===== src/hdl/mem_pkg.sv =====
`default_nettype none

package mem_pkg;

    localparam int WORD_BITS   = 32;
    localparam int LINE_BITS   = 256;     // one cache line
    localparam int BURST_BITS  = 64;      // one memory beat
    localparam int BEATS       = LINE_BITS / BURST_BITS;
    localparam int SETS        = 16;
    localparam int OFFSET_BITS = 5;       // byte within line
    localparam int INDEX_BITS  = 4;
    localparam int TAG_BITS    = WORD_BITS - INDEX_BITS - OFFSET_BITS;

    typedef struct packed {
        logic [WORD_BITS-1:0]   addr;     // byte address
        logic                   read;
        logic                   write;
        logic [3:0]             wmask;    // byte lanes of wdata
        logic [WORD_BITS-1:0]   wdata;
    } cpu_req_t;

    typedef struct packed {
        logic [WORD_BITS-1:0]   rdata;
        logic                   resp;
    } cpu_rsp_t;

    typedef struct packed {
        logic [WORD_BITS-1:0]   addr;     // line aligned
        logic                   read;
        logic                   write;
        logic [LINE_BITS-1:0]   wdata;
    } line_req_t;

    typedef struct packed {
        logic [LINE_BITS-1:0]   rdata;
        logic                   resp;
    } line_rsp_t;

    typedef struct packed {
        logic [WORD_BITS-1:0]   addr;
        logic                   read;
        logic                   write;
        logic [BURST_BITS-1:0]  wdata;
    } bmem_req_t;

    typedef struct packed {
        logic [BURST_BITS-1:0]  rdata;
        logic                   resp;     // one per beat
    } bmem_rsp_t;

endpackage : mem_pkg

`default_nettype wire

===== src/hdl/mem_arbiter.sv =====
`default_nettype none

module mem_arbiter
import mem_pkg::*;
(
    input  wire logic   clk,
    input  wire logic   rst,
    input  line_req_t   ireq_i,
    output line_rsp_t   irsp_o,
    input  line_req_t   dreq_i,
    output line_rsp_t   drsp_o,
    output line_req_t   req_o,
    input  line_rsp_t   rsp_i
);

    typedef enum logic [1:0] {
        ARB_IDLE,
        ARB_GNT_I,
        ARB_GNT_D
    } arb_state_t;

    arb_state_t state_q;
    arb_state_t state_d;
    logic       ireq_active;
    logic       dreq_active;

    assign ireq_active = ireq_i.read | ireq_i.write;
    assign dreq_active = dreq_i.read | dreq_i.write;

    always_comb begin
        state_d = state_q;
        case (state_q)
            ARB_IDLE: begin
                if (dreq_active) begin
                    state_d = ARB_GNT_D;    // data side wins ties
                end else if (ireq_active) begin
                    state_d = ARB_GNT_I;
                end
            end
            ARB_GNT_I, ARB_GNT_D: begin
                if (rsp_i.resp) begin
                    state_d = ARB_IDLE;     // free after the resp cycle
                end
            end
            default: begin
                state_d = ARB_IDLE;
            end
        endcase
    end

    always_ff @(posedge clk) begin
        if (rst) begin
            state_q <= ARB_IDLE;
        end else begin
            state_q <= state_d;
        end
    end

    always_comb begin
        case (state_q)
            ARB_GNT_I: req_o = ireq_i;
            ARB_GNT_D: req_o = dreq_i;
            default:   req_o = '0;      // nothing while idle
        endcase
    end

    // line data goes to both, resp only to the granted side
    assign irsp_o.rdata = rsp_i.rdata;
    assign irsp_o.resp  = rsp_i.resp && (state_q == ARB_GNT_I);
    assign drsp_o.rdata = rsp_i.rdata;
    assign drsp_o.resp  = rsp_i.resp && (state_q == ARB_GNT_D);

    // every line resp reaches exactly one cache
    a_one_resp: assert property (@(posedge clk) disable iff (rst)
        rsp_i.resp |-> (irsp_o.resp ^ drsp_o.resp))
        else $error("line resp not routed to exactly one cache");

endmodule : mem_arbiter

`default_nettype wire


===== config.mk =====
export PLATFORM = sky130hd
export DESIGN_NAME = mem_arbiter
export DESIGN_NICKNAME = d
export VERILOG_FILES = /design/src/hdl/mem_pkg.sv /design/src/hdl/mem_arbiter.sv
export SDC_FILE = /design/constraint.sdc
export NUM_CORES = 1
export LEC_CHECK = 0
export ABC_AREA = 1
export BUFFER_PORTS_ARGS = -buffer_cell sky130_fd_sc_hd__clkbuf_2
export CAP_MARGIN = 30
export CORE_AREA = 4 4 642 644
export DETAILED_ROUTE_END_ITERATION = 10
export DIE_AREA = 0 0 646 648
export GPL_TIMING_DRIVEN = 0
export SYNTH_ARGS = -nofsm -noshare
export SYNTH_HDL_FRONTEND = slang
export SYNTH_SLANG_ARGS = --single-unit

===== constraint.sdc =====
create_clock -name clk -period 3.51 [get_ports clk]
set_input_delay 0.1755 -clock clk [delete_from_list [all_inputs] [get_ports clk]]
set_output_delay 0.1755 -clock clk [all_outputs]
set_load 0.03 [all_outputs]

==> summary.md <==
| Metric | Value |
|---|---|
| Slowest CP cell | `buf_2` |
| Post-synthesis sequential area ratio | `less than 1%` |
| DR WL met2 | `about 190000 µm` |
| Crit path capture | `req_o[88]` |
| Via count of the routed design | `roughly 18000` |
| Die W | `646 µm` |
| Initial antenna violation count | `approximately 400` |
| Initial drt markers | `1350` |
| DP HPWL | `400000 µm` |
| GRT Total Usage | `about a fifth` |
| Total wire length | `roughly 410000 µm` |
| Crit path launch | `state_q[0]$_SDFFE_PP0P_` |
| Leak | `between 9 and 10 nW` |
| CTS Sinks | `2` |
| Die height | `648 µm` |
| Max FO, Critical Path | `10` |
| Tightest Pin Transition | `between 900 and 1000 ps` |
| Relative slew slack | `between 30% and 40%` |
| Yosys top cell by area | `buf_4` |
| Post-CTS Setup Inserts | `0` |
| Placed inst area | `approximately 22000 µm²` |
| # rows | `234` |
| Sw power | `about 4.5 mW` |
| CTS Root Cell | `clkbuf_16` |
| Clk_lat worst skew | `roughly 220 ps` |
| H-tree levels | `1` |
| Worst r2r dst | `state_q[1]$_SDFFE_PP0P_` |
| Footprint of the multi-input gates | `~4000 µm²` |
| # fillers | `between 40000 and 50000` |
| Nets@finish | `about 3700` |
| Largest net degree at the start of global routing | `11` |
| Drt first pass iters | `5` |
| Setup TNS | `0 ps` |
| Combinational fraction of design power | `between 90% and 100%` |
| Largest Register | `state_q` |
| Top-area cell type share of the netlist area | `45.0%` |
| Util after Layout | `5.63%` |
| Cell variety after synth | `14` |
| Critical path required time | `3330 ps` |
| FF+latch count, synth | `2` |
| CTS tree | `done` |
| I/O pins | `about 1600` |
| Layout Skew | `around 1.8 ps` |
| Reg area | `between 40 and 50 µm²` |
| Cell mode on critical path | `buf_2` |
| Sequential share of power | `0.5%` |
| Remaining antenna violation count after routing | `0` |
| Syn Nets | `2347` |
| Stages on the worst setup path | `7` |
| Most frequent cells after synthesis | `nand2_1 (588), buf_4 (523), a21oi_1 (192)` |
| Worst path bufs/invs | `4` |
| Critical path type | `reg2out` |
| Max Freq | `~0.34 GHz` |
| Cells after synthesis | `approximately 1500` |
| Max clock buf depth | `2` |
| Max FFs per register | `2` |
| FF-to-FF path depth | `6` |
| Final Setup Violations | `0` |
| Num CTS Buffers | `3` |
| Synth area leaders | `buf_4 (45%), nand2_1 (25%), a21oi_1 (11%), a21oi_2 (10%), buf_6 (4.3%)` |
| Final min period | `just under 3000 ps` |
| Crit path largest cell delay | `~510 ps` |
| RSZ-0062 raised after global routing | `false` |
| Fin Hold WS | `roughly 160 ps` |
| Reg-to-reg startpoint | `state_q[1]$_SDFFE_PP0P_` |
| Max_cap viols | `0` |
| Full die area | `around 420000 µm²` |
| Layout cell share with drive strength beyond 1 | `a little over 70%` |
| Top_reg_cell synth | `dfxtp_1` |
| Most frequent cell after synthesis | `nand2_1` |
| Vias per cell | `~2.1` |
| Post-synth EDFFs | `0` |
| Avg WL per Cell | `about 49 µm` |
| CP cell instances | `inv_1, ha_1, buf_2, buf_2, nand2_1, a21oi_1, clkbuf_2` |
| IR drop worst, VDD | `roughly 0.086 mV` |
| Cell Pwr Density | `about 260 nW/µm²` |
| GP Congestion | `roughly 1.0` |
| CP arrival | `about 2800 ps` |
| Pins Over Slew Limit | `0` |
| Fin. Hold Viols | `0` |
| First-pass GRT wire length | `~440000 µm` |
| GRT overflow | `0` |
| DRC viols | `0` |
| Initial Util | `2.15%` |
| YS warnings | `0` |
| Largest registers | `state_q (2)` |
| Clock transition at path regs | `around 30 ps` |
| Mean Syn Cell Area | `about 5.8 µm²` |
| Internal | `roughly 1.5 mW` |
| Synthesized cell area | `8720 µm²` |
| Clk network pwr share | `between 2 and 3%` |
| Sw Share | `about three quarters` |
| Uppermost layer routed | `met5` |
| Final period utilization | `84.9%` |
| Tot Pwr | `between 5 and 6 mW` |
| Post-synth ARST share | `0%` |
| HP Class | `in2reg` |
| Met1 Routed Length | `between 100000 and 150000 µm` |
| Final Cell Area | `approximately 23000 µm²` |
| Top cell family by delay on the critical path | `buffers and inverters` |
| Vias in the first global route | `about 16000` |
| Status | `complete, no violations` |
| Core area | `between 400000 and 500000 µm²` |
| Area growth from synthesis to layout | `162%` |
| Setup crit end kind | `output pin` |
| # port buffers | `1386` |
| R2R Setup Slk | `2330 ps` |
| Post-cts resize count | `0` |
| Post-CTS Hold Buffers | `0` |
| Met3 wire len | `72800 µm` |
| Setup crit start kind | `flop` |
==> worst register-to-register path, stage by stage, from the launching register on <==
cell     delay [ps]
dfxtp_1         340
inv_1            70
ha_1            310
nand2_1          90
nand2_1         100
nand3_1          80
a21oi_1         130
==> placed cells by master, fill, tap and decap left out, types with 8 or more instances in the layout <==
cell type / n
diode_2: 117
buf_4: 523
a21oi_2: 100
clkbuf_1: 9
buf_6: 33
a21oi_1: 192
clkbuf_2: 1386
inv_1: 8
buf_2: 43
nand2_1: 588
==> per-stage QoR <==
| stage | cells | worst slack [ps] |
|---|---|---|
| after global routing | 8345 | 433 |
| after CTS | 8323 | 414 |
| final | 8440 | 528 |
| after floorplan | 1505 | 1820 |
| after detailed placement | 8320 | 651 |
| after global placement | 8319 | 651 |
==> layout make-up <==
class / count / area share [%]
antenna: 117 / 1.28
clock buffer: 3 / 0.329
buffer: 608 / 19.9
sequential: 2 / 0.175
multi-input combinational: 886 / 17.9
tap: 5428 / 29.7
timing repair buffer: 1387 / 30.5
inverter: 9 / 0.148
==> worst min-delay path by stage <==
stage,startpoint,end,slack [ps],depth (start not counted)
after floorplan,rst,state_q[1]$_SDFFE_PP0P_,240,1
after global placement,rst,state_q[1]$_SDFFE_PP0P_,390,2
after detailed placement,rst,state_q[1]$_SDFFE_PP0P_,390,2
after CTS,rst,state_q[1]$_SDFFE_PP0P_,160,2
after global routing,rst,state_q[1]$_SDFFE_PP0P_,160,2
final,rst,state_q[1]$_SDFFE_PP0P_,160,2
==> routing by layer <==
layer  up-vias  track usage (%)
met5         -            0.320
met3       762             15.4
met4       236             3.56
li1       7139                -
met1      7881             16.9
met2      1826             32.4
==> cell families after synthesis <==
family | synth area share (%)
buf+inv | 52.5
simple gates | 25.5
compound gates | 21.1
fa+ha+maj | 0.431
flops | 0.459
==> power by group through the flow <==
stage	clock network (mW)	logic (mW)	registers, mW
4_1_cts	0.174	6.02	0.0280
5_1_grt	0.177	6.10	0.0284
2_1_floorplan	0	2.58	0.0278
3_3_place_gp	0	5.97	0.0280
3_5_place_dp	0	6.01	0.0283
6_report	0.171	5.79	0.0280
Power figures use the tool's default switching activity.
