$ cat config.mk
export PLATFORM = sky130hd
export DESIGN_NAME = line_cache
export DESIGN_NICKNAME = d
export VERILOG_FILES = /design/src/hdl/mem_pkg.sv /design/src/hdl/line_cache.sv
export SDC_FILE = /design/constraint.sdc
export NUM_CORES = 2
export LEC_CHECK = 0
export BUFFER_PORTS_ARGS = -buffer_cell sky130_fd_sc_hd__buf_2
export CAP_MARGIN = 20
export CORE_ASPECT_RATIO = 1.4
export CORE_UTILIZATION = 43
export CTS_BUF_LIST = sky130_fd_sc_hd__clkbuf_8
export CTS_CLUSTER_SIZE = 40
export DETAILED_ROUTE_END_ITERATION = 6
export PLACE_DENSITY_LB_ADDON = 0.15
export SKIP_LAST_GASP = 1
export SYNTH_ARGS = -nofsm -noshare
export SYNTH_HDL_FRONTEND = slang
export SYNTH_MEMORY_MAX_BITS = 65536
export SYNTH_SLANG_ARGS = --single-unit
$ cat constraint.sdc
create_clock -name clk -period 36.1 [get_ports clk]
set_clock_uncertainty 0.2 [all_clocks]
set_input_delay 3.61 -clock clk [delete_from_list [all_inputs] [get_ports clk]]
set_output_delay 3.61 -clock clk [all_outputs]
set_load 0.005 [all_outputs]
$ cat src/hdl/mem_pkg.sv
`default_nettype none

package mem_pkg;

    localparam int WORD_BITS   = 32;
    localparam int LINE_BITS   = 256;     // one cache line
    localparam int BURST_BITS  = 64;      // one memory beat
    localparam int BEATS       = LINE_BITS / BURST_BITS;
    localparam int SETS        = 16;
    localparam int OFFSET_BITS = 5;       // byte within line
    localparam int INDEX_BITS  = 4;
    localparam int TAG_BITS    = WORD_BITS - INDEX_BITS - OFFSET_BITS;

    typedef struct packed {
        logic [WORD_BITS-1:0]   addr;     // byte address
        logic                   read;
        logic                   write;
        logic [3:0]             wmask;    // byte lanes of wdata
        logic [WORD_BITS-1:0]   wdata;
    } cpu_req_t;

    typedef struct packed {
        logic [WORD_BITS-1:0]   rdata;
        logic                   resp;
    } cpu_rsp_t;

    typedef struct packed {
        logic [WORD_BITS-1:0]   addr;     // line aligned
        logic                   read;
        logic                   write;
        logic [LINE_BITS-1:0]   wdata;
    } line_req_t;

    typedef struct packed {
        logic [LINE_BITS-1:0]   rdata;
        logic                   resp;
    } line_rsp_t;

    typedef struct packed {
        logic [WORD_BITS-1:0]   addr;
        logic                   read;
        logic                   write;
        logic [BURST_BITS-1:0]  wdata;
    } bmem_req_t;

    typedef struct packed {
        logic [BURST_BITS-1:0]  rdata;
        logic                   resp;     // one per beat
    } bmem_rsp_t;

endpackage : mem_pkg

`default_nettype wire
$ cat src/hdl/line_cache.sv
`default_nettype none

module line_cache
import mem_pkg::*;
#(
    parameter bit WRITABLE = 1'b1
) (
    input  wire logic       clk,
    input  wire logic       rst,
    input  cpu_req_t        cpu_req_i,
    output cpu_rsp_t        cpu_rsp_o,
    output line_req_t       line_req_o,
    input  line_rsp_t       line_rsp_i
);

    typedef enum logic [1:0] {
        S_IDLE,     // compare tags
        S_WB,       // victim write back
        S_FETCH,
        S_RESP
    } state_t;

    state_t state_q;

    logic [TAG_BITS-1:0]    tag_arr  [SETS];
    logic [LINE_BITS-1:0]   line_arr [SETS];
    logic [SETS-1:0]        valid_q;

    logic [TAG_BITS-1:0]    req_tag;
    logic [INDEX_BITS-1:0]  req_idx;
    logic [OFFSET_BITS-3:0] req_word;   // word within line
    logic                   active;
    logic                   hit;
    logic                   victim_dirty;
    logic                   wr_hit;
    logic                   fill;
    logic [LINE_BITS-1:0]   merged_line;
    logic [WORD_BITS-1:0]   rdata_q;

    assign req_tag  = cpu_req_i.addr[WORD_BITS-1 -: TAG_BITS];
    assign req_idx  = cpu_req_i.addr[OFFSET_BITS +: INDEX_BITS];
    assign req_word = cpu_req_i.addr[OFFSET_BITS-1:2];
    assign active   = cpu_req_i.read | cpu_req_i.write;
    assign hit      = valid_q[req_idx] && (tag_arr[req_idx] == req_tag);

    assign wr_hit = (state_q == S_IDLE) && hit && cpu_req_i.write && WRITABLE;
    assign fill   = (state_q == S_FETCH) && line_rsp_i.resp;

    // only the data side keeps dirty bits
    if (WRITABLE) begin : g_dirty
        logic [SETS-1:0] dirty_q;

        always_ff @(posedge clk) begin
            if (rst) begin
                dirty_q <= '0;
            end else if (fill) begin
                dirty_q[req_idx] <= 1'b0;   // fresh line from memory
            end else if (wr_hit) begin
                dirty_q[req_idx] <= 1'b1;
            end
        end

        assign victim_dirty = valid_q[req_idx] & dirty_q[req_idx];
    end else begin : g_clean
        assign victim_dirty = 1'b0;
    end

    // byte-mask merge of the store word into its line
    always_comb begin
        merged_line = line_arr[req_idx];
        for (int b = 0; b < 4; b++) begin
            if (cpu_req_i.wmask[b]) begin
                merged_line[req_word*WORD_BITS + b*8 +: 8] = cpu_req_i.wdata[b*8 +: 8];
            end
        end
    end

    always_ff @(posedge clk) begin
        if (rst) begin
            state_q <= S_IDLE;
            valid_q <= '0;
        end else begin
            case (state_q)
                S_IDLE: begin
                    if (active) begin
                        if (hit) begin
                            state_q <= S_RESP;
                        end else if (victim_dirty) begin
                            state_q <= S_WB;
                        end else begin
                            state_q <= S_FETCH;
                        end
                    end
                end
                S_WB: begin
                    if (line_rsp_i.resp) begin
                        state_q <= S_FETCH;
                    end
                end
                S_FETCH: begin
                    if (line_rsp_i.resp) begin
                        valid_q[req_idx] <= 1'b1;
                        state_q <= S_IDLE;  // retry as hit
                    end
                end
                default: begin
                    state_q <= S_IDLE;
                end
            endcase
        end
    end

    always_ff @(posedge clk) begin
        if (fill) begin
            line_arr[req_idx] <= line_rsp_i.rdata;
            tag_arr[req_idx]  <= req_tag;
        end else if (wr_hit) begin
            line_arr[req_idx] <= merged_line;
        end
        if (state_q == S_IDLE) begin
            rdata_q <= line_arr[req_idx][req_word*WORD_BITS +: WORD_BITS];
        end
    end

    assign cpu_rsp_o.rdata = rdata_q;
    assign cpu_rsp_o.resp  = (state_q == S_RESP);

    always_comb begin
        line_req_o.read  = (state_q == S_FETCH);
        line_req_o.write = (state_q == S_WB);
        line_req_o.wdata = line_arr[req_idx];
        if (state_q == S_WB) begin
            // victim address from stored tag
            line_req_o.addr = {tag_arr[req_idx], req_idx, {OFFSET_BITS{1'b0}}};
        end else begin
            line_req_o.addr = {req_tag, req_idx, {OFFSET_BITS{1'b0}}};
        end
    end

    a_no_write_ro: assert property (@(posedge clk) disable iff (rst)
        WRITABLE || !cpu_req_i.write)
        else $error("write request on read-only cache");

    // core holds its request until resp
    a_req_stable: assert property (@(posedge clk) disable iff (rst)
        (active && !cpu_rsp_o.resp) |=> $stable(cpu_req_i))
        else $error("request changed while waiting");

endmodule : line_cache

`default_nettype wire

==> metrics.md <==
| Metric | Value |
|---|---|
| Post-placement cell area | 189000 um^2 |
| Crit-path slowest cell | buf_4 |
| Ranking of synthesized cells by area | edfxtp_1 (75%), mux4_2 (18%), mux2_2 (1.4%) |
| Die X | 548 um |
| Fill count | 34049 |
| Drt wl/cell | 39.6 um |
| CTS Sinks | 4530 |
| Hold Worst Slack | 0.254 ns |
| Setup Fix Bufs, Post-CTS | 0 |
| Synth warn | 0 |
| R2r setup slk | 28.61 ns |
| # H-tree levels | 6 |
| Final setup viols | 0 |
| Vias per cell | 6.13 |
| Total clock buffers created by CTS | 690 |
| Post-DP HPWL | 374 mm |
| Layout cells sized above 1 | 35.1% |
| Initial antenna violation count | 133 |
| Worst Tran Pin Value | 1.31 ns |
| Pwr dens | 52.6 nW/um^2 |
| Post-synthesis sequential element count | 4530 |
| Startpoint Class | input pin |
| Crit. End Element | output port |
| IO Pins | 652 |
| Pins Over Slew Limit | 0 |
| Total grt overflow | 0 |
| PostCTS Resize Cnt | 0 |
| Top-area cell type share of the netlist area | 75.3% |
| Worst r2r path cells | 14 |
| Number of global-route vias before repair | 92042 |
| Hold Path Depth | 2 |
| First-pass DRT Iterations | 7 |
| # hold bufs at CTS | 0 |
| Peak Freq | 68.8 MHz |
| CTS Buffer Depth | 4 |
| Post-synthesis sequential area ratio | 75.6% |
| Worst Hold Class | flip-flop to flip-flop |
| CTS tree | built |
| Post-synth design cell area | 179000 um^2 |
| Fin crit period | 14.53 ns |
| Input/output buffers | 644 |
| Max-cap viol count | 0 |
| Vias | 93133 |
| Final ANT Viol Nets | 0 |
| Synth Area per Inst | 22.6 um^2 |
| CP top delay family | buffers and inverters |
| DRC Markers | 0 |
| Final hold violations | 0 |
| Async set-reset flop share out of synthesis | 0% |
| Post-synth top area cell | edfxtp_1 |
| Drt total wl | 601 mm |
| Critical path arrival | 10.72 ns |
| R2r startpoint | tag_arr[10][17] |
| Max VDD drop | 0.0431 mV |
| RSZ-0062 raised after global routing | no |
| GR Util All Layers | 28.4% |
| Bufs and invs on worst path | 8 |
| CP Class | input pin to output port |
| Iteration-0 DRC Markers | 11515 |
| Clock slew at reported path FFs | 0.06 ns |
| Status | completed |
| Clock latency at the later pin of the worst-skew pair | 1.28 ns |
| Synth unique cells | 56 |
| Slew HR | 12.6% |
| Final Util | 48.8% |
| Core footprint | 415000 um^2 |
| Placer congestion estimate | 0.881 |
| # nets final | 9410 |
| Gate Count Post-Synth | 7954 |
| Crit-path cells | buf_12 > buf_4 > buf_4 > buf_4 > buf_4 > buf_4 > buf_4 > mux4_2 > mux4_2 > buf_2 |
| Final Cell Area | 202000 um^2 |
| Row count | 280 |
| Initial Util | 43.2% |
| Ys flop type | edfxtp_1 |
| Root buffer cell | clkbuf_8 |
| Setup_tns | 0 ns |
| Largest net degree at the start of global routing | 144 |
| P&R area growth vs syn | 12.8% |
| Crit-path max cell delay | 0.91 ns |
| Critical path required time | 32.29 ns |
| Part of the cycle the worst path needs | 40.3% |
| RR Endpoint | line_arr[6][114] |
| Die Ht | 766 um |
| Die ar. | 420000 um^2 |
| EDFF count, synth | 4496 |
| Pleak | 0.0650 uW |
| CP most frequent cell | buf_4 |
| Worst Path Max Fanout | 96 |
| Global-route wire length before repair | 804 mm |
## cell usage after synthesis, drive strengths merged, types with 6 or more instances
| cell type | n |
|---|---|
| edfxtp | 4496 |
| mux4 | 1418 |
| nand2 | 578 |
| mux2 | 258 |
| o21ai | 247 |
| buf | 243 |
| clkbuf | 201 |
| mux2i | 114 |
| nor2 | 99 |
| dfxtp | 34 |
| inv | 34 |
| a21oi | 29 |
| o22ai | 29 |
| a22oi | 18 |
| nor2b | 18 |
| o41ai | 16 |
| xnor2 | 16 |
| and2 | 12 |
| xor2 | 10 |
| a221oi | 9 |
| nand2b | 8 |
| a31oi | 7 |
| and3 | 6 |
| ha | 6 |
| nand3 | 6 |
| nor3 | 6 |
## power by group
part	total, uW	switching [uW]	leakage (uW)	internal (uW)
registers	5830	10.7	0.0408	5820
clock network	3990	2070	0.00724	1920
logic	830	562	0.0170	268
total	10700	2650	0.0650	8010
## per-layer routing
metal	vias to the layer above	GRT usage (%)	part of all wire [%]
met5	-	0	0.074
met4	66	14.6	5.7
met3	1061	6.92	9.6
met2	5057	44.6	48
met1	50830	36.9	37
li1	36119	-	-
## through the flow
step	total power (uW)	cells	worst slack (ns)
finish	10700	15182	21.57
global placement	6760	13855	21.24
floorplan	6350	7958	16.99
global route	10900	15131	20.85
CTS	10700	15079	21.21
detailed placement	6770	13860	21.20
## state kept, by name (all words and copies together) (netlist names), named ones only
signal    cells
line_arr   4096
rdata_q      32
state_q       2
tag_arr     368
valid_q      16
## logic make-up (layout without fill, tap and decap cells)
family | Yosys count | count (layout) | synth area share, %
multiplexers | 1790 | 1790 | 20.1
buffers and inverters | 480 | 2124 | 1.29
adder cells (fa/ha/maj) | 6 | 6 | 0.0418
XOR/XNOR | 26 | 26 | 0.127
flip-flops | 4530 | 4530 | 75.6
other | 1 | 86 | 0.00209
AND/OR/NAND/NOR | 743 | 743 | 1.65
AO/OA/AOI/OAI | 378 | 378 | 1.20
## final cells by class
cell class              instances  area [um^2]  area share [%]
clock buffers                 697         9590            4.74
repair buffers                869         5250            2.59
flip-flops and latches       4530       136000            67.0
diodes                         81          203           0.100
inverters                      36          148          0.0729
clock inverters               522         2940            1.45
well taps                    5499         6880            3.40
multi-input cells            2948        41700            20.6
## worst max path at each step
stage,startpoint,endpoint,cells past startpoint
5_1_grt,cpu_req_i[43],line_req_o[153],10
3_3_place_gp,cpu_req_i[43],line_req_o[153],10
4_1_cts,cpu_req_i[43],line_req_o[153],10
6_report,cpu_req_i[43],line_req_o[153],10
2_1_floorplan,cpu_req_i[44],line_arr[10][0],11
3_5_place_dp,cpu_req_i[43],line_req_o[153],10
## tightest hold or removal path, cell delays in order, from the launching register on
cell and delay [ns]:
dfxtp_1 0.32, nand2_1 0.06, o41ai_1 0.05
## cells in the final DEF, fill, tap and decap left out, types with 6 or more instances in the layout
cell type   Yosys  layout
clkinv_8        0      12
buf_12          0      24
inv_12          0      16
nor3_1          6       6
diode_2         0      81
mux2_2        222     222
xor2_1         10      10
dfxtp_1        34      34
inv_1          32     265
nand2_1       578     577
clkinv_2        0      47
mux2_1         36      36
a22oi_1        18      18
o22ai_1        29      29
mux4_2       1418    1418
a31oi_1         7       7
buf_4          29     204
clkinvlp_4      0       7
nor2_2          0      18
o41ai_1        16      16
o21ai_0       247     247
nor2b_1        18      18
xnor2_1        16      15
and2_1         12      12
bufinv_16       0      14
edfxtp_1     4496    4496
inv_6           0       9
a221oi_1        9       9
nand2b_1        8       8
a21oi_1        29      13
clkbuf_8        0     697
a21oi_4         0      16
mux2i_1       114     114
buf_2         117     638
ha_1            6       6
inv_8           0       6
clkinv_1        2     173
inv_16          0       6
nor2_1         99      78
(Power assumes the default switching activity.)
