<file path="config.mk">
export PLATFORM = sky130hd
export DESIGN_NAME = cacheline_adaptor
export DESIGN_NICKNAME = d
export VERILOG_FILES = /design/src/hdl/mem_pkg.sv /design/src/hdl/cacheline_adaptor.sv
export SDC_FILE = /design/constraint.sdc
export NUM_CORES = 1
export LEC_CHECK = 0
export BUFFER_PORTS_ARGS = -buffer_cell sky130_fd_sc_hd__buf_4
export CELL_PAD_IN_SITES_DETAIL_PLACEMENT = 1
export CELL_PAD_IN_SITES_GLOBAL_PLACEMENT = 1
export CORE_AREA = 2 2 279 281
export DETAILED_ROUTE_END_ITERATION = 8
export DIE_AREA = 0 0 281 283
export MAX_ROUTING_LAYER = met4
export PLACE_DENSITY_LB_ADDON = 0.1
export SLEW_MARGIN = 10
export SYNTH_ARGS = -nofsm -noshare
export SYNTH_HDL_FRONTEND = slang
export SYNTH_SLANG_ARGS = --single-unit
</file>
<file path="constraint.sdc">
create_clock -name clk -period 13.3 [get_ports clk]
set_input_delay 2.66 -clock clk [delete_from_list [all_inputs] [get_ports clk]]
set_output_delay 2.66 -clock clk [all_outputs]
set_load 0.1 [all_outputs]
</file>
<file path="src/hdl/mem_pkg.sv">
`default_nettype none

package mem_pkg;

    localparam int WORD_BITS   = 32;
    localparam int LINE_BITS   = 256;     // one cache line
    localparam int BURST_BITS  = 64;      // one memory beat
    localparam int BEATS       = LINE_BITS / BURST_BITS;
    localparam int SETS        = 16;
    localparam int OFFSET_BITS = 5;       // byte within line
    localparam int INDEX_BITS  = 4;
    localparam int TAG_BITS    = WORD_BITS - INDEX_BITS - OFFSET_BITS;

    typedef struct packed {
        logic [WORD_BITS-1:0]   addr;     // byte address
        logic                   read;
        logic                   write;
        logic [3:0]             wmask;    // byte lanes of wdata
        logic [WORD_BITS-1:0]   wdata;
    } cpu_req_t;

    typedef struct packed {
        logic [WORD_BITS-1:0]   rdata;
        logic                   resp;
    } cpu_rsp_t;

    typedef struct packed {
        logic [WORD_BITS-1:0]   addr;     // line aligned
        logic                   read;
        logic                   write;
        logic [LINE_BITS-1:0]   wdata;
    } line_req_t;

    typedef struct packed {
        logic [LINE_BITS-1:0]   rdata;
        logic                   resp;
    } line_rsp_t;

    typedef struct packed {
        logic [WORD_BITS-1:0]   addr;
        logic                   read;
        logic                   write;
        logic [BURST_BITS-1:0]  wdata;
    } bmem_req_t;

    typedef struct packed {
        logic [BURST_BITS-1:0]  rdata;
        logic                   resp;     // one per beat
    } bmem_rsp_t;

endpackage : mem_pkg

`default_nettype wire
</file>
<file path="src/hdl/cacheline_adaptor.sv">
`default_nettype none

module cacheline_adaptor
import mem_pkg::*;
(
    input  wire logic   clk,
    input  wire logic   rst,
    input  line_req_t   line_req_i,
    output line_rsp_t   line_rsp_o,
    output bmem_req_t   bmem_req_o,
    input  bmem_rsp_t   bmem_rsp_i
);

    typedef enum logic [1:0] {
        A_IDLE,
        A_BUSY,     // bursts in flight
        A_DONE      // line resp cycle
    } adp_state_t;

    adp_state_t                 state_q;
    logic [$clog2(BEATS):0]     beat_cnt;   // one spare bit for the range check
    logic                       rd_q;
    logic                       wr_q;
    logic [WORD_BITS-1:0]       addr_q;
    logic [LINE_BITS-1:0]       line_q;
    logic                       start;
    logic                       last_beat;

    assign start     = (state_q == A_IDLE) && (line_req_i.read || line_req_i.write);
    assign last_beat = (state_q == A_BUSY) && bmem_rsp_i.resp && (beat_cnt == BEATS - 1);

    always_ff @(posedge clk) begin
        if (rst) begin
            state_q  <= A_IDLE;
            beat_cnt <= '0;
            rd_q     <= 1'b0;
            wr_q     <= 1'b0;
        end else begin
            case (state_q)
                A_IDLE: begin
                    if (start) begin
                        rd_q     <= line_req_i.read;
                        wr_q     <= line_req_i.write;
                        beat_cnt <= '0;
                        state_q  <= A_BUSY;
                    end
                end
                A_BUSY: begin
                    if (last_beat) begin
                        rd_q     <= 1'b0;   // drop the cycle after beat 3
                        wr_q     <= 1'b0;
                        beat_cnt <= '0;
                        state_q  <= A_DONE;
                    end else if (bmem_rsp_i.resp) begin
                        beat_cnt <= beat_cnt + 1'b1;
                    end
                end
                default: begin
                    state_q <= A_IDLE;
                end
            endcase
        end
    end

    // write: low beat goes out first; read: beats shift in from the top
    always_ff @(posedge clk) begin
        if (start) begin
            addr_q <= line_req_i.addr;
            if (line_req_i.write) begin
                line_q <= line_req_i.wdata;
            end
        end else if ((state_q == A_BUSY) && bmem_rsp_i.resp) begin
            line_q <= {bmem_rsp_i.rdata, line_q[LINE_BITS-1:BURST_BITS]};
        end
    end

    assign bmem_req_o.addr  = addr_q;
    assign bmem_req_o.read  = rd_q;
    assign bmem_req_o.write = wr_q;
    assign bmem_req_o.wdata = line_q[BURST_BITS-1:0];

    assign line_rsp_o.rdata = line_q;   // held until next transfer
    assign line_rsp_o.resp  = (state_q == A_DONE);

    a_beat_range: assert property (@(posedge clk) disable iff (rst)
        beat_cnt < BEATS)
        else $error("beat counter past last beat");

endmodule : cacheline_adaptor

`default_nettype wire

</file>
==> metrics.cfg, run 1 <==
[routing]
avgViaCountPerCell = 3.489
route.antenna.remaining_nets = 0
num_vias = 8479
drt-pass1-iter-count = 6
drt_wl_total_um = 53880
wire_per_inst_um = 22.17
drc = 0
drc_violation_total_after_the_first_tritonroute_iteration = 281

[placement]
post-place-cells = 2344
gp_routability_congestion = 0.7623
place.port_buffers = 711
dpl_worst_slack_ns = 7.074
dp.final_hpwl_um = 41660
placedInstanceArea_mm2 = 0.01861

[clock_network]
cts_inserted_buffers = 43
post_cts_resized = 0
post_cts_hold_buffer_count = 0
tritoncts_num_sinks = 295
insertion_delay_ns = 0.56
clock_path_buffers = 3
clk_pin_slew_ns = 0.06
htree_levels = 2
clk_root_buffer_cell = sky130_fd_sc_hd__clkbuf_16
cts_post_setup_buffers_inserted = 0
cts_tree = done

[logic_synthesis]
synth_seq_area_share_pct = 69.20
ys_warn_count = 0
synth_cells = 683
commonest_register_cell_after_synthesis = sky130_fd_sc_hd__edfxtp_1
syn_nets = 1041
synth-edff-count = 288
synth_area_leader_cell = sky130_fd_sc_hd__edfxtp_1
postSynthRegisterBits = 295
synth_area_mm2 = 0.01270
synth_top_area_share_pct = 68.09
synth.top_cells.by_area = sky130_fd_sc_hd__edfxtp_1 (68%), sky130_fd_sc_hd__mux2_1 (20%), sky130_fd_sc_hd__buf_4 (3.9%)
synthesis.area_per_instance_um2 = 18.60
synth_cell_type_count = 27
postSynth.asyncResetShare_pct = 0

[floorplanning]
die_x_um = 281
initial_core_util_pct = 16.56
design.portCount = 712
core_mm2 = 0.07670
dieArea_mm2 = 0.07952
dieHeight_um = 283
row_count = 102

[global_routing]
grt_pass1_wl_um = 73460
grt_max_degree = 134
number_of_global_route_vias_before_repair = 9520
grt_antenna_before_repair = 10
globalRoute.totalOverflow = 0
track_usage_pct = 13.36

[worst_hold_path]
worst_hold_path_type = flop to flop

[timing]
clock-skew-final_ns = 0.01137
total_neg_setup_slack_ns = 0
whs_ns = 0.4830
worst_pin_slew_ns = 1.060
timing.final.crit_period_ns = 5.490
worst_slew_margin_pct = 29.32
layout_setup_ws_ns = 7.810
max_slew_vio_count = 0
grt_setup_unrepaired = no
portion_of_the_clock_cycle_consumed_by_the_worst_path_in_the_final_layout_pct = 41.28
setup_viol = 0
maxClockFrequency_mhz = 182.1
hold_fails_final_rpt = 0

[critical_path]
reg2reg_setup_slack_ns = 9.41
critPathMostFrequentCell = sky130_fd_sc_hd__buf_4
setup.worst_path.start_class = input pin
cp_max_fo = 116
cp.arrival_ns = 5.79
cpMaxStageDelayCell = sky130_fd_sc_hd__buf_4
timing.critical_path.cells = buf_4 > o21ai_2 > inv_8 > buf_4 > buf_4 > mux2_2
endpoint_kind = flop
worstSetupPathType = input pin to flop
cp_data_required_time_ns = 13.60
timing.critical_path.slowest_cell_delay_ns = 0.90

[run]
cap_violations = 0

[status]
run_status = completed

[pwr]
internal_power_mw = 2.282
fin_total_pwr_mw = 4.181
worst_ir_drop_vdd_uv = 87.91
power.combinational.fraction_pct = 41.0
power.static_leakage_nw = 8.089
clk_network_pwr_share_pct = 28.0
power.share.sequential_pct = 31.0
power.density_mw_per_mm2 = 208.7
power.switching_mw = 1.899
p_sw_share_pct = 45.41

[cells_and_area]
finalCoreUtilization_pct = 26.12
area_growth_syn_to_layout_pct = 57.74
drive_above_1_share_pct = 58.22
final_cell_area_mm2 = 0.02003
stdcell_count = 2430
num-nets-final = 1707

[synthesized netlist by cell type (2+ instances only)]
| cell type | instances |
|---|---|
| sky130_fd_sc_hd__a2111oi_0 | 2 |
| sky130_fd_sc_hd__a21oi_1 | 2 |
| sky130_fd_sc_hd__buf_2 | 3 |
| sky130_fd_sc_hd__buf_4 | 66 |
| sky130_fd_sc_hd__buf_6 | 26 |
| sky130_fd_sc_hd__dfxtp_1 | 7 |
| sky130_fd_sc_hd__edfxtp_1 | 288 |
| sky130_fd_sc_hd__mux2_1 | 229 |
| sky130_fd_sc_hd__mux2_2 | 27 |
| sky130_fd_sc_hd__nand2b_1 | 2 |
| sky130_fd_sc_hd__nand3b_1 | 2 |
| sky130_fd_sc_hd__nand4_1 | 2 |
| sky130_fd_sc_hd__nor2_1 | 6 |
| sky130_fd_sc_hd__nor2b_1 | 2 |
| sky130_fd_sc_hd__nor3_1 | 4 |
| sky130_fd_sc_hd__nor3b_1 | 4 |
[flip-flops by register name, indices dropped and copies added, names as in the netlist]
| name | cells |
|---|---|
| addr_q | 32 |
| beat_cnt | 3 |
| line_q | 256 |
| rd_q | 1 |
| state_q | 2 |
| wr_q | 1 |
[path summary, 6_finish.rpt]
kind	from	end	depth (start not counted)
worst max-delay path	line_req_i[256]	line_q[13]$_DFFE_PP_	6
worst min-delay path	beat_cnt[2]$_SDFFE_PP0P_	beat_cnt[2]$_SDFFE_PP0P_	1
worst max register to register	state_q[0]$_SDFFE_PP0P_	line_q[13]$_DFFE_PP_	6
worst min register to register	beat_cnt[2]$_SDFFE_PP0P_	beat_cnt[2]$_SDFFE_PP0P_	1
[power by group through the flow]
stage / Clock [mW] / Sequential [mW] / Combinational (mW)
final: 1.17 / 1.30 / 1.71
after global routing: 1.26 / 1.31 / 1.76
after CTS: 1.22 / 1.30 / 1.74
after detailed placement: 0 / 1.32 / 1.73
after global placement: 0 / 1.31 / 1.73
after floorplan: 0 / 2.21 / 0.477
[layout by cell type (no fill, tap or decap)]
| master | count |
|---|---|
| sky130_fd_sc_hd__o31ai_1 | 1 |
| sky130_fd_sc_hd__mux2i_1 | 1 |
| sky130_fd_sc_hd__buf_12 | 1 |
| sky130_fd_sc_hd__nand3b_1 | 2 |
| sky130_fd_sc_hd__diode_2 | 9 |
| sky130_fd_sc_hd__nor3b_1 | 4 |
| sky130_fd_sc_hd__a21oi_1 | 2 |
| sky130_fd_sc_hd__o21ai_0 | 1 |
| sky130_fd_sc_hd__nand4_1 | 2 |
| sky130_fd_sc_hd__dfxtp_1 | 7 |
| sky130_fd_sc_hd__inv_6 | 1 |
| sky130_fd_sc_hd__nor2_1 | 5 |
| sky130_fd_sc_hd__nor2_4 | 1 |
| sky130_fd_sc_hd__inv_8 | 1 |
| sky130_fd_sc_hd__buf_4 | 716 |
| sky130_fd_sc_hd__nor3_1 | 4 |
| sky130_fd_sc_hd__and2_1 | 1 |
| sky130_fd_sc_hd__nor2b_1 | 2 |
| sky130_fd_sc_hd__clkinv_8 | 1 |
| sky130_fd_sc_hd__mux2_2 | 27 |
| sky130_fd_sc_hd__nand3_1 | 1 |
| sky130_fd_sc_hd__a2111oi_0 | 2 |
| sky130_fd_sc_hd__inv_1 | 1 |
| sky130_fd_sc_hd__clkinv_1 | 10 |
| sky130_fd_sc_hd__ha_1 | 1 |
| sky130_fd_sc_hd__clkbuf_1 | 10 |
| sky130_fd_sc_hd__o21bai_1 | 1 |
| sky130_fd_sc_hd__clkbuf_16 | 44 |
| sky130_fd_sc_hd__bufinv_16 | 6 |
| sky130_fd_sc_hd__mux2_1 | 229 |
| sky130_fd_sc_hd__edfxtp_1 | 288 |
| sky130_fd_sc_hd__o21ai_2 | 1 |
| sky130_fd_sc_hd__clkinv_2 | 5 |
| sky130_fd_sc_hd__nand2b_1 | 2 |
[layer usage]
| metal | track usage, % | up-vias | wire, um |
|---|---|---|---|
| met5 | - | - | 0 |
| met3 | 3.117 | 70 | 3039 |
| met1 | 13.63 | 4213 | 19530 |
| met2 | 24.73 | 273 | 29810 |
| met4 | 4.612 | 0 | 1502 |
| li1 | - | 3923 | - |
[logic make-up after synthesis]
kind of cell,after synthesis,synth area share (%)
buf+inv,98,6.413
mux,257,22.78
fa+ha+maj,1,0.09850
flops,295,69.20
compound gates,8,0.4434
simple gates,24,1.074
[critical path: cells and delay by family]
kind,cells,cell delay (ns)
buf+inv,4,2.42
compound gates,1,0.11
mux,1,0.41
[area by class of cell]
cell class | instances | area, um2
Clock buffer | 54 | 1139
Inverter | 2 | 15.01
Multi-Input combinational cell | 290 | 3105
Fill cell | 8349 | 56670
Tap cell | 1040 | 1301
Clock inverter | 23 | 267.8
Antenna cell | 9 | 22.52
Timing Repair Buffer | 717 | 5395
Sequential cell | 295 | 8788
Power figures use the tool's default switching activity.
==> inputs of run 2 (changes only) <==
==> constraint.sdc (replaced) <==
create_clock -name clk -period 4.8 [get_ports clk]
set_input_delay 0.96 -clock clk [delete_from_list [all_inputs] [get_ports clk]]
set_output_delay 0.96 -clock clk [all_outputs]
set_load 0.1 [all_outputs]
==> run 2 against run 1 <==
Compared with the run above: worst setup slack got worse by 5.6 ns; sequential power increased to 2.8 times the previous value; critical path depth down 4; sequential cell count did not move; utilization fell by 0.11 points; clock skew up 0.0070 ns; routed wire length fell by 0.80%; power increased to 2.7 times the previous value; via count grew 0.79%; critical endpoint is now line_rsp_o[0].
==> metrics.cfg, run 2 (same netlist as run 1, synthesis figures left out) <==
[timing]
setup_viol = 0  ; unchanged
max_slew_vio_count = 0  ; unchanged
layout_setup_ws_ns = 2.227  ; -5.583 ns
maxClockFrequency_mhz = 388.6
clock-skew-final_ns = 0.01841  ; +0.007036 ns
whs_ns = 0.4899  ; +0.006847 ns
portion_of_the_clock_cycle_consumed_by_the_worst_path_in_the_final_layout_pct = 53.61
timing.final.crit_period_ns = 2.573
worst_pin_slew_ns = 0.8963  ; -0.1640 ns
hold_fails_final_rpt = 0  ; unchanged
worst_slew_margin_pct = 40.25  ; +11 points
grt_setup_unrepaired = no

[pwr]
worst_ir_drop_vdd_uv = 210.9  ; +140%
power.density_mw_per_mm2 = 560.7  ; +170%
power.static_leakage_nw = 8.054  ; -0.43%

[routing]
avgViaCountPerCell = 3.518  ; +0.83%
drc = 0  ; unchanged
drc_violation_total_after_the_first_tritonroute_iteration = 326  ; +16%
wire_per_inst_um = 22.01  ; -0.76%
num_vias = 8546  ; +0.79%
drt-pass1-iter-count = 4  ; -2
route.antenna.remaining_nets = 0  ; unchanged
drt_wl_total_um = 53450  ; -0.80%

[run]
cap_violations = 0  ; unchanged

[placement]
placedInstanceArea_mm2 = 0.01875  ; +0.79%
place.port_buffers = 711  ; unchanged
gp_routability_congestion = 0.7913  ; +3.8%
dpl_worst_slack_ns = 1.778  ; -5.296 ns
dp.final_hpwl_um = 42140  ; +1.1%
post-place-cells = 2357  ; +0.55%

[worst_hold_path]
worst_hold_path_type = flop to flop
hold-path-cell-count = 1  ; unchanged

[global_routing]
globalRoute.totalOverflow = 0  ; unchanged
number_of_global_route_vias_before_repair = 9456  ; -0.67%
grt_pass1_wl_um = 73690  ; +0.31%
track_usage_pct = 13.41  ; +0.049 points
grt_max_degree = 116  ; -13%
grt_antenna_before_repair = 3  ; -7

[cells_and_area]
reg.largest.list = line_q (256), addr_q (32), beat_cnt (3)
largest_register_ffs = 256  ; unchanged
drive_above_1_share_pct = 58.48  ; +0.27 points
finalCoreUtilization_pct = 26.01  ; -0.11 points
area_growth_syn_to_layout_pct = 57.07
final_cell_area_mm2 = 0.01995  ; -0.42%
layout.cells.most_common_list = sky130_fd_sc_hd__buf_4 (726), sky130_fd_sc_hd__edfxtp_1 (288), sky130_fd_sc_hd__mux2_1 (229)
stdcell_count = 2429  ; -0.041%
mostFrequentLayoutCell = sky130_fd_sc_hd__buf_4
registers.top_by_ff_count = line_q
num-nets-final = 1718  ; +0.64%

[floorplanning]
dieHeight_um = 283  ; unchanged
row_count = 102  ; unchanged
die_x_um = 281  ; unchanged
initial_core_util_pct = 16.56  ; unchanged
dieArea_mm2 = 0.07952  ; unchanged
design.portCount = 712  ; unchanged
core_mm2 = 0.07670  ; unchanged

[critical_path]
endpoint_kind = output port
worstSetupPathType = flop to output port
timing.reg2reg.worst_path_depth = 5  ; -1
cp_data_required_time_ns = 3.84  ; -9.76 ns
setup.worst_path.start_class = flop
cp.arrival_ns = 1.61  ; -4.18 ns
cp_max_fo = 11  ; -91%

[clock_network]
cts_tree = done
post_cts_hold_buffer_count = 0  ; unchanged
clk_root_buffer_cell = sky130_fd_sc_hd__clkbuf_16
clk_pin_slew_ns = 0.05  ; about the same
tritoncts_num_sinks = 295  ; unchanged
clock_path_buffers = 3  ; unchanged
htree_levels = 2  ; unchanged
cts_post_setup_buffers_inserted = 0  ; unchanged
post_cts_resized = 0  ; unchanged
insertion_delay_ns = 0.56  ; about the same
cts_inserted_buffers = 41  ; -4.7%

[status]
run_status = completed

==> run 2: cell types whose count changed in the layout (fill, tap and decap cells not counted), sizes merged <==
cell	before	now
clkbuf	54	57
clkinvlp	0	1
clkinv	16	9
diode	9	4
bufinv	6	0
buf	717	730
==> run 2: stage by stage <==
stage	power [mW]	setup TNS [ns]
6_report	11.18	0
5_1_grt	11.61	0
4_1_cts	11.40	0
3_5_place_dp	8.490	0
3_3_place_gp	8.481	0
2_1_floorplan	7.407	-109.66
==> run 2: critical path, stage by stage, from the launching register on <==
cell,delay [ns]
sky130_fd_sc_hd__dfxtp_1,0.57
sky130_fd_sc_hd__nor2b_1,0.19
sky130_fd_sc_hd__buf_4,0.30
==> run 2: routing by layer <==
metal / GRT usage [%] / part of all wire [%] / up-vias
met5: - / 0 / -
met4: 4.011 / 2.2 / 0
met3: 3.612 / 6.4 / 65
met2: 24.34 / 55 / 295
met1: 14.03 / 37 / 4249
li1: - / - / 3937
==> run 2: power by group <==
| part | internal (mW) | switching (mW) |
|---|---|---|
| clock network | 1.61 | 1.20 |
| registers | 3.35 | 0.237 |
| logic | 1.00 | 3.79 |
==> run 2: final cells by class <==
| class | count | area [um2] |
|---|---|---|
| timing repair buffer | 730 | 5530 |
| tap | 1040 | 1301 |
| inverter | 2 | 15.01 |
| sequential | 295 | 8788 |
| clock inverter | 11 | 78.83 |
| clock buffer | 57 | 1107 |
| antenna | 4 | 10.01 |
| fill | 8363 | 56750 |
| multi-input combinational | 290 | 3118 |
==> run 2: path summary, 6_finish.rpt <==
kind / start / to / slack (ns)
hold / removal: beat_cnt[2]$_SDFFE_PP0P_ / beat_cnt[2]$_SDFFE_PP0P_ / 0.49
setup / recovery: state_q[1]$_SDFFE_PP0P_ / line_rsp_o[0] / 2.23
setup reg to reg: state_q[0]$_SDFFE_PP0P_ / line_q[9]$_DFFE_PP_ / 2.28
hold reg to reg: beat_cnt[2]$_SDFFE_PP0P_ / beat_cnt[2]$_SDFFE_PP0P_ / 0.49
==> inputs of run 3 (changes only) <==
--- a/config.mk
+++ b/config.mk
@@ -5,12 +5,13 @@
 export SDC_FILE = /design/constraint.sdc
 export NUM_CORES = 1
 export LEC_CHECK = 0
+export ABC_AREA = 1
 export BUFFER_PORTS_ARGS = -buffer_cell sky130_fd_sc_hd__buf_4
 export CELL_PAD_IN_SITES_DETAIL_PLACEMENT = 1
 export CELL_PAD_IN_SITES_GLOBAL_PLACEMENT = 1
-export CORE_AREA = 2 2 279 281
+export CORE_AREA = 2 2 277 279
 export DETAILED_ROUTE_END_ITERATION = 8
-export DIE_AREA = 0 0 281 283
+export DIE_AREA = 0 0 279 281
 export MAX_ROUTING_LAYER = met4
 export PLACE_DENSITY_LB_ADDON = 0.1
 export SLEW_MARGIN = 10
==> constraint.sdc (replaced) <==
create_clock -name clk -period 2.15 [get_ports clk]
set_input_delay 0.43 -clock clk [delete_from_list [all_inputs] [get_ports clk]]
set_output_delay 0.43 -clock clk [all_outputs]
set_load 0.1 [all_outputs]
==> run 3 against run 2 <==
Compared with the run above: synthesized area up 0.37%; routed wire length up 6.9%; non-clock buffer count up 23; critical endpoint unchanged; largest cell class unchanged.
==> metrics.cfg, run 3 <==
[floorplanning]
dieHeight_um = 281  ; -0.71%
design.portCount = 712  ; unchanged
initial_core_util_pct = 16.90  ; +0.34 points
core_mm2 = 0.07544  ; -1.6%
dieArea_mm2 = 0.07840  ; -1.4%
row_count = 101  ; -0.98%
die_x_um = 279  ; -0.71%

[routing]
avgViaCountPerCell = 3.723  ; +5.8%
num_vias = 10830  ; +27%
wire_per_inst_um = 19.64  ; -11%
drt_wl_total_um = 57120  ; +6.9%
drc_violation_total_after_the_first_tritonroute_iteration = 447  ; +37%
route.antenna.remaining_nets = 0  ; unchanged
drc = 0  ; unchanged
drt-pass1-iter-count = 4  ; unchanged

[pwr]
power.density_mw_per_mm2 = 1142  ; +100%
power.switching_mw = 10.29  ; +97%
power.share.sequential_pct = 33.3  ; +1.2 points
p_sw_share_pct = 44.59  ; -2.1 points
power.combinational.fraction_pct = 38.9  ; -3.9 points
worst_ir_drop_vdd_uv = 634.0  ; +200%
clk_network_pwr_share_pct = 27.8  ; +2.7 points
internal_power_mw = 12.78  ; +110%
power.static_leakage_nw = 9.529  ; +18%

[logic_synthesis]
synthesis.area_per_instance_um2 = 10.40  ; -44%
synth-edff-count = 288  ; unchanged
synth.cells.most_frequent = sky130_fd_sc_hd__nand2_1 (781), sky130_fd_sc_hd__edfxtp_1 (288), sky130_fd_sc_hd__buf_4 (82)
syn_nets = 1584  ; +52%
synth_cell_type_count = 18  ; -33%
commonest_register_cell_after_synthesis = sky130_fd_sc_hd__edfxtp_1
postSynthRegisterBits = 295  ; unchanged
ys_warn_count = 0  ; unchanged
synth_top_area_share_pct = 67.84  ; -0.25 points
synth_cells = 1226  ; +80%
synth_seq_area_share_pct = 68.94  ; -0.26 points
synth_area_mm2 = 0.01275  ; +0.37%
postSynth.asyncResetShare_pct = 0  ; unchanged
synthMostInstantiatedCell = sky130_fd_sc_hd__nand2_1
synth.top_cells.by_area = sky130_fd_sc_hd__edfxtp_1 (68%), sky130_fd_sc_hd__nand2_1 (23%), sky130_fd_sc_hd__buf_4 (4.8%)
synth_area_leader_cell = sky130_fd_sc_hd__edfxtp_1

[timing]
total_neg_setup_slack_ns = 0  ; unchanged
worst_pin_slew_ns = 0.4471  ; -0.4492 ns
hold_fails_final_rpt = 0  ; unchanged
portion_of_the_clock_cycle_consumed_by_the_worst_path_in_the_final_layout_pct = 87.27
timing.final.crit_period_ns = 1.876
maxClockFrequency_mhz = 533.0
worst_slew_margin_pct = 70.19  ; +30 points
clock-skew-final_ns = 0.01736  ; -0.001048 ns
max_slew_vio_count = 0  ; unchanged
grt_setup_unrepaired = no
whs_ns = 0.04918  ; -0.4407 ns
setup_viol = 0  ; unchanged

[cells_and_area]
fillCellCount = 8638  ; +3.3%
layout.cells.most_common_list = sky130_fd_sc_hd__nand2_1 (780), sky130_fd_sc_hd__buf_4 (737), sky130_fd_sc_hd__edfxtp_1 (288)
reg.largest.list = line_q (256), addr_q (32), beat_cnt (3)
num-nets-final = 2259  ; +31%
mostFrequentLayoutCell = sky130_fd_sc_hd__nand2_1
registers.top_by_ff_count = line_q
drive_above_1_share_pct = 41.91  ; -17 points
final_cell_area_mm2 = 0.02020  ; +1.2%
area_growth_syn_to_layout_pct = 58.43
largest_register_ffs = 256  ; unchanged
stdcell_count = 2909  ; +20%

[clock_network]
clock_path_buffers = 3  ; unchanged
clk_root_buffer_cell = sky130_fd_sc_hd__clkbuf_16
post_cts_hold_buffer_count = 0  ; unchanged
cts_inserted_buffers = 42  ; +2.4%
htree_levels = 2  ; unchanged
cts_tree = done
cts_post_setup_buffers_inserted = 0  ; unchanged
post_cts_resized = 0  ; unchanged
clk_pin_slew_ns = 0.05  ; about the same
insertion_delay_ns = 0.55  ; about the same
tritoncts_num_sinks = 295  ; unchanged

[placement]
dp.final_hpwl_um = 44930  ; +6.6%
post-place-cells = 2835  ; +20%
place.port_buffers = 711  ; unchanged
gp_routability_congestion = 0.7707  ; -2.6%
placedInstanceArea_mm2 = 0.01897  ; +1.1%

[critical_path]
worstSetupPathType = flop to output port
endpoint_kind = output port
setup.worst_path.start_class = flop
timing.reg2reg.worst_path_depth = 6  ; +1
cp_max_fo = 3  ; -8
cp_data_required_time_ns = 1.72  ; -2.12 ns
reg2reg_setup_slack_ns = 0.29  ; -1.99 ns
cp.arrival_ns = 1.45  ; -0.16 ns

[status]
run_status = completed

[worst_hold_path]
hold-path-cell-count = 1  ; unchanged
worst_hold_path_type = input pin to flop

[global_routing]
grt_antenna_before_repair = 3  ; unchanged
number_of_global_route_vias_before_repair = 11860  ; +25%
grt_pass1_wl_um = 80720  ; +9.5%
grt_max_degree = 67  ; -42%
track_usage_pct = 14.38  ; +0.98 points
globalRoute.totalOverflow = 0  ; unchanged

[run]
cap_violations = 0  ; unchanged

==> run 3: cell types whose count changed in the layout (fill, tap and decap cells not counted), moves of 4 or more <==
cell,before,now
sky130_fd_sc_hd__clkbuf_1,15,9
sky130_fd_sc_hd__nand2_1,0,780
sky130_fd_sc_hd__mux2_2,27,0
sky130_fd_sc_hd__mux2_1,229,0
sky130_fd_sc_hd__clkinv_1,4,11
sky130_fd_sc_hd__inv_1,1,7
sky130_fd_sc_hd__nor3b_1,4,0
sky130_fd_sc_hd__buf_12,4,16
sky130_fd_sc_hd__buf_4,726,737
==> run 3: routing by layer <==
metal  track usage [%]  up-vias  share of wire, %
met4             4.384        0               2.5
met3             3.674       73               6.2
met5                 -        -                 0
met2             26.53      369                54
met1             14.97     5137                37
li1                  -     5251                 -
==> run 3: kinds of logic after synthesis <==
family          synth area share (%)
compound gates                0.3239
fa+ha+maj                    0.09813
buf+inv                        7.155
flops                          68.94
simple gates                   23.49
==> run 3: power groups by stage <==
stage	Combinational, mW	Sequential, mW	Clock [mW]
2_1_floorplan	2.35	12.2	0
3_3_place_gp	9.07	7.81	0
3_5_place_dp	9.08	7.82	0
4_1_cts	9.08	7.71	6.69
5_1_grt	9.33	7.77	6.89
6_report	8.97	7.68	6.41
==> run 3: metrics by stage <==
step | setup slack [ns] | power (mW) | util (%)
after floorplan | 0.008743 | 14.54 | -
after global placement | 0.2903 | 16.89 | 25.14
after detailed placement | 0.2590 | 16.90 | 25.14
after CTS | 0.1853 | 23.49 | 26.76
after global routing | 0.1460 | 23.99 | 26.77
final | 0.2737 | 23.07 | 26.77
==> run 3: worst paths after layout <==
check | startpoint | to
max reg2reg | state_q[0]$_SDFFE_PP0P_ | line_q[33]$_DFFE_PP_
min | line_req_i[263] | addr_q[5]$_DFFE_PP_
min reg2reg | beat_cnt[2]$_SDFFE_PP0P_ | beat_cnt[2]$_SDFFE_PP0P_
max | state_q[1]$_SDFFE_PP0P_ | line_rsp_o[0]
==> run 3: layout make-up <==
type | count | area [um2] | share of cell area [%]
Sequential cell | 295 | 8788 | 43.51
Timing Repair Buffer | 753 | 5853 | 28.98
Multi-Input combinational cell | 801 | 3064 | 15.17
Tap cell | 978 | 1224 | 6.059
Clock buffer | 52 | 1110 | 5.495
Clock inverter | 19 | 112.6 | 0.5576
Inverter | 8 | 37.54 | 0.1859
Antenna cell | 3 | 7.507 | 0.03717
==> run 3: critical path, cell delays in order (launching register included) <==
cell and delay (ns):
sky130_fd_sc_hd__dfxtp_1 0.39, sky130_fd_sc_hd__inv_1 0.10, sky130_fd_sc_hd__nor2_1 0.11, sky130_fd_sc_hd__buf_4 0.30
